--- src/decodePkg.sv ---
`default_nettype none

package decodePkg;

	// ====================
	// Instruction format
	// ====================

	// One instruction is a single 32-bit word
	localparam int instrWidth = 32;

	// Opcode sits in the top six bits
	localparam int opMsb = 31;
	localparam int opLsb = 26;

	// Destination register field
	localparam int rdMsb = 25;
	localparam int rdLsb = 21;

	// First source register field
	localparam int rs1Msb = 20;
	localparam int rs1Lsb = 16;

	// Second source register field, the immediate fills bits 10 to 0 below it
	localparam int rs2Msb = 15;
	localparam int rs2Lsb = 11;

	// Raw instruction word
	typedef logic [instrWidth-1:0] instr_t;

	// Opcode field on its own
	typedef logic [opMsb-opLsb:0] opcode_t;

	// Any register number, rd, rs1 or rs2
	typedef logic [rdMsb-rdLsb:0] regNum_t;

	// Memory access size of a load
	typedef logic [1:0] memSize_t;

	// Access size codes
	localparam memSize_t sizeByte = 2'd0;
	localparam memSize_t sizeWyde = 2'd1;
	localparam memSize_t sizeTetra = 2'd2;
	// Generic load, the real size is picked later from the immediate
	localparam memSize_t sizeGeneric = 2'd3;

	// ====================
	// Opcode table
	// ====================

	// No operation
	localparam opcode_t OP_NOP = 6'h00;

	// ALU, register form
	localparam opcode_t OP_ADD = 6'h01;
	localparam opcode_t OP_SUB = 6'h02;
	localparam opcode_t OP_AND = 6'h03;
	localparam opcode_t OP_OR = 6'h04;

	// ALU, immediate form
	localparam opcode_t OP_ADDI = 6'h08;
	localparam opcode_t OP_ANDI = 6'h09;

	// Load family, a Z suffix means zero extension
	localparam opcode_t OP_LDB = 6'h10;
	localparam opcode_t OP_LDBZ = 6'h11;
	localparam opcode_t OP_LDW = 6'h12;
	localparam opcode_t OP_LDWZ = 6'h13;
	localparam opcode_t OP_LDT = 6'h14;
	localparam opcode_t OP_LDTZ = 6'h15;
	localparam opcode_t OP_LOAD = 6'h16;

	// Atomic load-fetch
	localparam opcode_t OP_ALDF = 6'h17;

	// Conditional branches, then the jumps
	localparam opcode_t OP_BEQ = 6'h20;
	localparam opcode_t OP_BNE = 6'h21;
	localparam opcode_t OP_BLT = 6'h22;
	localparam opcode_t OP_BGE = 6'h23;
	localparam opcode_t OP_JMP = 6'h24;
	localparam opcode_t OP_JAL = 6'h25;
	localparam opcode_t OP_JALR = 6'h26;

endpackage

`default_nettype wire

--- src/decodeIf.sv ---
`timescale 1ns/100ps
`default_nettype none

// Decoded record of one instruction, built by three decoders side by side
interface decodeIf (
	input wire logic clk
);

	// Load attributes
	logic isLoad;
	logic isAldf;
	decodePkg::memSize_t memSize;
	logic zeroExt;

	// Control flow attributes
	logic isBranch;
	logic isCond;
	logic isLink;

	// Operand fields and register usage
	decodePkg::regNum_t rd;
	decodePkg::regNum_t rs1;
	decodePkg::regNum_t rs2;
	logic rdWrite;
	logic rs2Read;
	logic illegal;

	// The clock only reaches the decoders that check themselves
	modport loadSide (input clk, output isLoad, isAldf, memSize, zeroExt);
	modport branchSide (input clk, output isBranch, isCond, isLink);
	modport operandSide (output rd, rs1, rs2, rdWrite, rs2Read, illegal);

	// Output register view, reads the whole record
	modport stageSide (
		input isLoad, isAldf, memSize, zeroExt,
		input isBranch, isCond, isLink,
		input rd, rs1, rs2, rdWrite, rs2Read, illegal
	);

endinterface

`default_nettype wire

--- src/decodeLoad.sv ---
`timescale 1ns/100ps
`default_nettype none

module decodeLoad (
	input wire decodePkg::instr_t instr,
	decodeIf.loadSide dec
);

	decodePkg::opcode_t opcode;

	assign opcode = instr[decodePkg::opMsb:decodePkg::opLsb];

	// Membership in the load family, ALDF is a separate class
	always_comb
	begin
		case (opcode)
			decodePkg::OP_LDB, decodePkg::OP_LDBZ, decodePkg::OP_LDW, decodePkg::OP_LDWZ,
			decodePkg::OP_LDT, decodePkg::OP_LDTZ, decodePkg::OP_LOAD:
				dec.isLoad = 1'b1;
			default:
				dec.isLoad = 1'b0;
		endcase
	end

	assign dec.isAldf = (opcode == decodePkg::OP_ALDF);

	// Access size follows the letter in the mnemonic
	// Anything that is not a load reports byte, the field is don't-care then
	always_comb
	begin
		case (opcode)
			decodePkg::OP_LDW, decodePkg::OP_LDWZ:
				dec.memSize = decodePkg::sizeWyde;
			decodePkg::OP_LDT, decodePkg::OP_LDTZ, decodePkg::OP_ALDF:
				dec.memSize = decodePkg::sizeTetra;
			decodePkg::OP_LOAD:
				dec.memSize = decodePkg::sizeGeneric;
			default:
				dec.memSize = decodePkg::sizeByte;
		endcase
	end

	// Only the Z forms clear the upper bits, everything else sign extends
	assign dec.zeroExt = (opcode == decodePkg::OP_LDBZ) || (opcode == decodePkg::OP_LDWZ) ||
		(opcode == decodePkg::OP_LDTZ);

	// The memory unit treats load and atomic fetch as distinct requests
	loadAldfExclusive: assert property (@(posedge dec.clk) !(dec.isLoad && dec.isAldf))
		else $error("decodeLoad: isLoad and isAldf high together");

endmodule

`default_nettype wire

--- src/decodeBranch.sv ---
`timescale 1ns/100ps
`default_nettype none

module decodeBranch (
	input wire decodePkg::instr_t instr,
	decodeIf.branchSide dec
);

	decodePkg::opcode_t opcode;

	assign opcode = instr[decodePkg::opMsb:decodePkg::opLsb];

	// Flow change class, split into condition and link
	always_comb
	begin
		dec.isBranch = 1'b0;
		dec.isCond = 1'b0;
		dec.isLink = 1'b0;
		case (opcode)
			// Compare-and-branch forms
			decodePkg::OP_BEQ, decodePkg::OP_BNE, decodePkg::OP_BLT, decodePkg::OP_BGE:
			begin
				dec.isBranch = 1'b1;
				dec.isCond = 1'b1;
			end
			// Plain jump, nothing saved
			decodePkg::OP_JMP:
				dec.isBranch = 1'b1;
			// Jumps that save the return address in rd
			decodePkg::OP_JAL, decodePkg::OP_JALR:
			begin
				dec.isBranch = 1'b1;
				dec.isLink = 1'b1;
			end
			default:
				dec.isBranch = 1'b0;
		endcase
	end

	// A linking jump is always unconditional
	condLinkExclusive: assert property (@(posedge dec.clk) !(dec.isCond && dec.isLink))
		else $error("decodeBranch: isCond and isLink high together");

endmodule

`default_nettype wire

--- src/decodeOperands.sv ---
`timescale 1ns/100ps
`default_nettype none

module decodeOperands (
	input wire decodePkg::instr_t instr,
	decodeIf.operandSide dec
);

	decodePkg::opcode_t opcode;
	// Opcode class flags, before the rd and legality gating
	logic writesRd;
	logic readsRs2;
	logic known;

	assign opcode = instr[decodePkg::opMsb:decodePkg::opLsb];

	// Register fields are passed on as they are, whether used or not
	assign dec.rd = instr[decodePkg::rdMsb:decodePkg::rdLsb];
	assign dec.rs1 = instr[decodePkg::rs1Msb:decodePkg::rs1Lsb];
	assign dec.rs2 = instr[decodePkg::rs2Msb:decodePkg::rs2Lsb];

	// ====================
	// Opcode classes
	// ====================

	always_comb
	begin
		writesRd = 1'b0;
		readsRs2 = 1'b0;
		known = 1'b1;
		case (opcode)
			decodePkg::OP_NOP:
				known = 1'b1;
			// Register-register ALU reads both sources and writes rd
			decodePkg::OP_ADD, decodePkg::OP_SUB, decodePkg::OP_AND, decodePkg::OP_OR:
			begin
				writesRd = 1'b1;
				readsRs2 = 1'b1;
			end
			// Immediate ALU forms and every load only write rd
			decodePkg::OP_ADDI, decodePkg::OP_ANDI,
			decodePkg::OP_LDB, decodePkg::OP_LDBZ, decodePkg::OP_LDW, decodePkg::OP_LDWZ,
			decodePkg::OP_LDT, decodePkg::OP_LDTZ, decodePkg::OP_LOAD, decodePkg::OP_ALDF:
				writesRd = 1'b1;
			// Conditional branches compare rs1 with rs2
			decodePkg::OP_BEQ, decodePkg::OP_BNE, decodePkg::OP_BLT, decodePkg::OP_BGE:
				readsRs2 = 1'b1;
			// Plain jump uses rs1 only
			decodePkg::OP_JMP:
				known = 1'b1;
			// Linking jumps put the return address in rd
			decodePkg::OP_JAL, decodePkg::OP_JALR:
				writesRd = 1'b1;
			default:
				known = 1'b0;
		endcase
	end

	assign dec.illegal = !known;

	// Register 0 is hardwired, a write to it is dropped here
	assign dec.rdWrite = writesRd && known && (dec.rd != '0);
	assign dec.rs2Read = readsRs2 && known;

endmodule

`default_nettype wire

--- src/decodeStage.sv ---
`timescale 1ns/100ps
`default_nettype none

module decodeStage (
	input wire logic clk,
	input wire logic rst,
	input wire logic instrValid,
	input wire decodePkg::instr_t instr,
	output logic outValid,
	output logic isLoad,
	output logic isAldf,
	output decodePkg::memSize_t memSize,
	output logic zeroExt,
	output logic isBranch,
	output logic isCond,
	output logic isLink,
	output decodePkg::regNum_t rd,
	output decodePkg::regNum_t rs1,
	output decodePkg::regNum_t rs2,
	output logic rdWrite,
	output logic rs2Read,
	output logic illegal
);

	// Captured instruction and its strobe
	decodePkg::instr_t instrQ;
	logic validQ;

	// ====================
	// Input register
	// ====================

	// The word is taken every cycle and the output register drops it when its strobe was low
	always_ff @(posedge clk)
	begin
		if (rst)
		begin
			instrQ <= '0;
			validQ <= 1'b0;
		end
		else
		begin
			validQ <= instrValid;
			instrQ <= instr;
		end
	end

	// ====================
	// Decoders
	// ====================

	decodeIf decBus (.clk(clk));

	decodeLoad loadDec_i (
		.instr(instrQ),
		.dec(decBus.loadSide)
	);

	decodeBranch branchDec_i (
		.instr(instrQ),
		.dec(decBus.branchSide)
	);

	decodeOperands operandDec_i (
		.instr(instrQ),
		.dec(decBus.operandSide)
	);

	// ====================
	// Output register
	// ====================

	// Fields only update with a valid word and hold through gaps
	always_ff @(posedge clk)
	begin
		if (rst)
		begin
			outValid <= 1'b0;
			isLoad <= 1'b0;
			isAldf <= 1'b0;
			memSize <= decodePkg::sizeByte;
			zeroExt <= 1'b0;
			isBranch <= 1'b0;
			isCond <= 1'b0;
			isLink <= 1'b0;
			rd <= '0;
			rs1 <= '0;
			rs2 <= '0;
			rdWrite <= 1'b0;
			rs2Read <= 1'b0;
			illegal <= 1'b0;
		end
		else
		begin
			outValid <= validQ;
			if (validQ)
			begin
				isLoad <= decBus.isLoad;
				isAldf <= decBus.isAldf;
				memSize <= decBus.memSize;
				zeroExt <= decBus.zeroExt;
				isBranch <= decBus.isBranch;
				isCond <= decBus.isCond;
				isLink <= decBus.isLink;
				rd <= decBus.rd;
				rs1 <= decBus.rs1;
				rs2 <= decBus.rs2;
				rdWrite <= decBus.rdWrite;
				rs2Read <= decBus.rs2Read;
				illegal <= decBus.illegal;
			end
		end
	end

	// Each output strobe goes back to an accepted word two edges earlier
	outValidOrigin: assert property (@(posedge clk) disable iff (rst)
		outValid |-> $past(instrValid, 2))
		else $error("decodeStage: outValid without instrValid two edges before");

endmodule

`default_nettype wire

--- config.mk ---
export PLATFORM = sky130hd
export DESIGN_NAME = decodeStage
export DESIGN_NICKNAME = d
export VERILOG_FILES = /design/src/decodePkg.sv /design/src/decodeIf.sv /design/src/decodeLoad.sv /design/src/decodeBranch.sv /design/src/decodeOperands.sv /design/src/decodeStage.sv
export SDC_FILE = /design/constraint.sdc
export NUM_CORES = 1
export LEC_CHECK = 0
export BUFFER_PORTS_ARGS = -buffer_cell sky130_fd_sc_hd__buf_4
export CAP_MARGIN = 20
export CORE_ASPECT_RATIO = 1.25
export CORE_UTILIZATION = 45
export DETAILED_ROUTE_END_ITERATION = 10
export HOLD_SLACK_MARGIN = 0.02
export MAX_ROUTING_LAYER = met4
export PLACE_DENSITY = 0.72
export SYNTH_ARGS = -nofsm -noshare
export SYNTH_HDL_FRONTEND = slang
export SYNTH_SLANG_ARGS = --single-unit
--- constraint.sdc ---
create_clock -name clk -period 2.65 [get_ports clk]
set_input_delay 0.1325 -clock clk [delete_from_list [all_inputs] [get_ports clk]]
set_output_delay 0.1325 -clock clk [all_outputs]
set_load 0.02 [all_outputs]
After elaboration in Yosys (flattened, before gate mapping). Index checks and enable logic that the tools add are counted.

Equal/unequal tests: 21. Multiplexer cells: 8. Reduce and logical (&&, ||, !) cells: 17.

Operators with widths (count): == test 6 x 5 -> 1 bit (second input constant) (8); == test 6 bit (second input constant) (7); OR reduction 22 bit (1); OR reduction 16 bit (1); OR reduction 7 bit (2); == test 6 x 2 -> 1 bit (second input constant) (2); == test 6 x 4 -> 1 bit (second input constant) (2); OR reduction 8 bit (1); 2-to-1 mux 1 bit (7); == test 6 x 1 -> 1 bit (second input constant) (1); == test 6 x 3 -> 1 bit (second input constant) (1); zero test 6 bit (1); one-hot mux 2 bit (3 select lines) (1); nonzero test 5 bit (1); OR reduction 2 bit (2); OR reduction 4 bit (1); logical AND 1 bit (3); OR reduction 3 bit (1); logical OR 1 bit (2); zero test 1 bit (1).

Flip-flop bits (word level): 60. Input port bits: 35. Output and inout bits: 27. Logic and storage cells: 62.

Longest topological paths before layout.
Depth in word-level cells: 5. Mapped depth: 5. Gate-level depth less buffers: 4.

Cells and area by module. Synthesis repeated with hierarchy kept, for this count alone.

Cells, all modules: 209. Area, all modules: 2218.4 µm².

By module, submodules not included: decodeStage (instances 1, cells each 156, area an instance 1856.8 µm², sequential area each 1201.2 µm²); decodeOperands (instances 1, cells each 39, area an instance 262.8 µm², sequential area each 0.0 µm²); decodeLoad (instances 1, cells each 9, area an instance 58.8 µm², sequential area each 0.0 µm²); decodeBranch (instances 1, cells each 5, area an instance 40.0 µm², sequential area each 0.0 µm²).

Worst setup path after synthesis. OpenSTA, ideal clock, no wires.

Path type: register -> register. Start point: register instrQ[27]. End point: register rdWrite. Library setup time: 0.074 ns. Arrival: 1.191 ns. Data required time: 2.576 ns. Path slack: 1.385 ns. Cell stages (with the launch flop): 6. Path buffers: 1. Period minus slack after synthesis: 1.265 ns. Path through: dfxtp_1 > buf_6 > or4_4 > nand2_1 > a31oi_1 > a31oi_1.

Cells in the longest elaborated chain, start to end: 5. Elaborated cells between the ends (all ways): 28. Classes of those cells: 21 x eq/ne; 2 x mux; 5 x reduce/logical.

Ends and longest elaborated chain: start: declaration (line decodeStage.sv:26) `decodePkg::instr_t instrQ;`; start signal: assignment (line decodeStage.sv:44) `instrQ <= instr;`; == test 6 x 5 -> 1 bit, or another cell as far along (line decodeOperands.sv:31) `case (opcode)`; OR reduction 22 bit (no line) / OR reduction 16 bit (equally long branches); 2-to-1 mux 1 bit (line decodeOperands.sv:31); logical AND 1 bit * (2 in series) (line decodeOperands.sv:62) `assign dec.rdWrite = writesRd && known && (dec.rd != '0);`; end signal: assignment (line decodeStage.sv:108) `rdWrite <= decBus.rdWrite;`; end: declaration (line decodeStage.sv:20) `output logic rdWrite,`.

Mark *: on every way between the ends. The rest lies on a longest branch, timed or not. A chain may end at the register's enable or synchronous reset.

Final worst setup path.
Start point: register instrQ[30]. End point: register memSize[0].

Cells in the longest elaborated chain, start to end: 3. Elaborated cells between the ends (all ways): 9. Classes of those cells: 6 x eq/ne; 1 x mux; 2 x reduce/logical.

Ends and longest elaborated chain: == test 6 x 5 -> 1 bit (line decodeLoad.sv:31) `case (opcode)`; OR reduction 3 bit / OR reduction 2 bit (equally long branches) (line decodeLoad.sv:31); one-hot mux 2 bit (3 select lines) * (line decodeLoad.sv:31); end signal: assignment (line decodeStage.sv:81) `memSize <= decodePkg::sizeByte;`; end signal: assignment (line decodeStage.sv:100) `memSize <= decBus.memSize;`; end: declaration (line decodeStage.sv:12) `output decodePkg::memSize_t memSize,`.

Marks and branches as above.

==> impl_metrics.tcl <==
set metrics [dict create \
    grt_pass1_vias 1153 \
    avgSynthCellArea_sq_um 9.90 \
    pwr-share-seq_pct 56.7 \
    synth.largest_area_cell "dfxtp_1" \
    cts_buffers 5 \
    startpoint "instrQ[30]" \
    row_count 25 \
    clkSinkCount 49 \
    worstPathArrival_ns 1.71 \
    yosys_warnings 0 \
    irDropWorstVdd_mv 0.383 \
    grt_max_degree 51 \
    synth_nets 213 \
    post_cts_buffers 0 \
    seq_area_frac_synth_pct 55.6 \
    path_max_fanout 8 \
    criticalPathCategory "reg2reg" \
    power_mw 1.39 \
    grt_pass1_wl_um 4770 \
    fmax_mhz 674 \
    crit_end "memSize[0]" \
    antenna_left 0 \
    holdBufCountCts 0 \
    relSlewSlack_pct 61.9 \
    syn-cell-area_sq_um 1760 \
    fin_util_pct 59.8 \
    clk_path_buf_depth 2 \
    tightest_slew_ns 0.567 \
    wl_per_cell_um 11.2 \
    nFillCells 339 \
    pwr-share-comb_pct 9.2 \
    finalSetupTns_ns 0 \
    areaGrowthSynthToFinish_pct 27.3 \
    synth_area_leaders "dfxtp_1 (56%), mux2i_1 (8.5%), nor2b_1 (8.2%)" \
    switching_share_pct 22.6 \
    reg2reg_to "memSize[0]" \
    final-setup-viol-count 0 \
    insertion_delay_ns 0.30 \
    grt_overflow 0 \
    core_area_sq_um 3750 \
    io_buffer_count 50 \
    drtPass1Iterations 7 \
    ys_seq_elements 49 \
    die_area_sq_um 4170 \
    num_vias 1290 \
    gp_congestion 0.802 \
    htreeDepth 2 \
    final_hold_viol_count 0 \
    status "finished, violations left" \
    synthDistinctLibCells 26 \
    skew_ns 0.00655 \
    clk_pin_slew_ns 0.09 \
    cts_root_buf "clkbuf_8" \
    final_layout_size_suffix_gt1_share_pct 27.7 \
    drc 2 \
    holdCritStartpoint "instr[17]" \
    antenna_found_initial 0 \
    rsz0062_at_grt "no" \
    place_hpwl_um 1950 \
    r2r_setup_slack_ns 1.17 \
    p_leak_nw 0.935 \
    drv_slew 0 \
    cts_resized 0 \
    r2r_cells 4 \
    drt-initial-drc-count 63 \
    via_per_inst 4.89 \
    pre_cts_slack_ns 1.26 \
    fin_nets 258 \
    maxCapViolCount 0 \
    endpoint_kind "flip-flop" \
    p_clk_share_pct 34.1 \
    period_share_pct 56.0 \
    grt_use_total_pct 15.3 \
    drt-total-wl_um 2940 \
    netSwitchingPower_uw 314 \
    setup_ws_ns 1.17 \
    diodes 0 \
    powerDensity_nw_per_um2 620 \
    cp-start-kind "flip-flop" \
    die_y_um 72.0 \
    power.internal_mw 1.08 \
    ios 62 \
    period_needed_ns 1.48 \
    critPathRequiredTime_ns 2.88 \
    hp-class "in2reg" \
    syn_inst 178 \
    initial_core_util_pct 47.0 \
    die_w_um 58.0 \
    cts_tree "built" \
    yosysTopAreaCellShare_pct 55.6 \
    timing.rr.start "instrQ[30]" \
    violations "design-rule violations" \
]
## worst min-delay path by stage
stage                             to  slack (ns)  cells after the start
final                     instrQ[17]        0.04                      2
after global routing      instrQ[12]        0.04                      2
after CTS                 instrQ[27]        0.03                      2
after detailed placement  instrQ[27]        0.35                      2
after global placement    instrQ[20]        0.34                      2
after floorplan           instrQ[11]        0.26                      1
## power by group through the flow
stage	Sequential (mW)	Clock (mW)	Combinational (mW)
finish	0.789	0.474	0.129
global route	0.794	0.522	0.141
CTS	0.789	0.494	0.131
detailed placement	0.807	0	0.130
global placement	0.806	0	0.129
floorplan	0.807	0	0.0769
## metal layers
metal  routed length, um  track usage [%]
met5                   0                -
met4                  49             7.14
met3                 164             4.81
met2                1500             25.0
met1                1230             16.9
## per-stage QoR
step | instance area [sq um] | hold slack, ns | instances
6_report | 2240 | 0.0355 | 264
5_1_grt | 2240 | 0.0367 | 264
4_1_cts | 2240 | 0.0295 | 264
3_5_place_dp | 2140 | 0.347 | 256
3_3_place_gp | 2140 | 0.342 | 256
2_1_floorplan | 1760 | 0.261 | 178
## layout by cell type (no fill, tap or decap), drive strengths merged
cell and instances:
a21oi 14, a31oi 2, and3 1, buf 51, clkbuf 7, dfxtp 49
inv 2, mux2i 15, nand2 4, nand2b 11, nand3 6, nand3b 3
nand4 3, nor2 18, nor2b 23, nor3 4, nor3b 2, nor4bb 1
o211ai 1, o21ai 3, or2 1, or4 1, xnor2 1, xor2 1
## critical path: stages (launching register included)
cell and delay, ns:
dfxtp_1 0.46, inv_1 0.09, nor3_1 0.49, nand4_1 0.20, a21oi_1 0.17
## cell type report
class | instances | area (sq um) | share of cell area [%]
clock buffer | 7 | 96.3 | 4.29
timing repair buffer | 51 | 395 | 17.6
clock inverter | 1 | 8.76 | 0.390
tap | 40 | 50.0 | 2.23
multi-input combinational | 115 | 709 | 31.6
inverter | 1 | 3.75 | 0.167
sequential | 49 | 981 | 43.7
## kinds of logic after synthesis
logic type             count (synthesis)  share of synthesized area (%)
buffers and inverters                 14                           4.12
flip-flops                            49                           55.6
AND/OR/NAND/NOR                       78                           24.8
multiplexers                          15                           8.52
XOR/XNOR                               2                          0.994
AO/OA/AOI/OAI                         20                           5.96
## synth_stat cells
cell type	number
nand2b_1	11
nor3b_1	2
buf_2	1
clkbuf_1	8
and3_2	1
xnor2_1	1
nor3_1	4
buf_6	1
nor2b_1	23
nand3b_1	3
nand3_1	6
nor4bb_1	1
nor2_1	18
mux2i_1	15
nand4_1	3
a21oi_1	14
o21ai_0	3
buf_4	3
a31oi_1	2
nand2_1	4
o211ai_1	1
or4_4	1
inv_1	1
dfxtp_1	49
xor2_1	1
or2_2	1
## state kept, by name, summed over array words and instances, names as in the netlist
| name | flops |
|---|---|
| zeroExt | 1 |
| rs2Read | 1 |
| rdWrite | 1 |
| memSize | 2 |
| isLoad | 1 |
| illegal | 1 |
| instrQ | 21 |
| validQ | 1 |
| outValid | 1 |
| isCond | 1 |
| isLink | 1 |
| rd | 5 |
| rs2 | 5 |
| isAldf | 1 |
| isBranch | 1 |
| rs1 | 5 |
No activity file was read; power rests on OpenSTA's default activity.
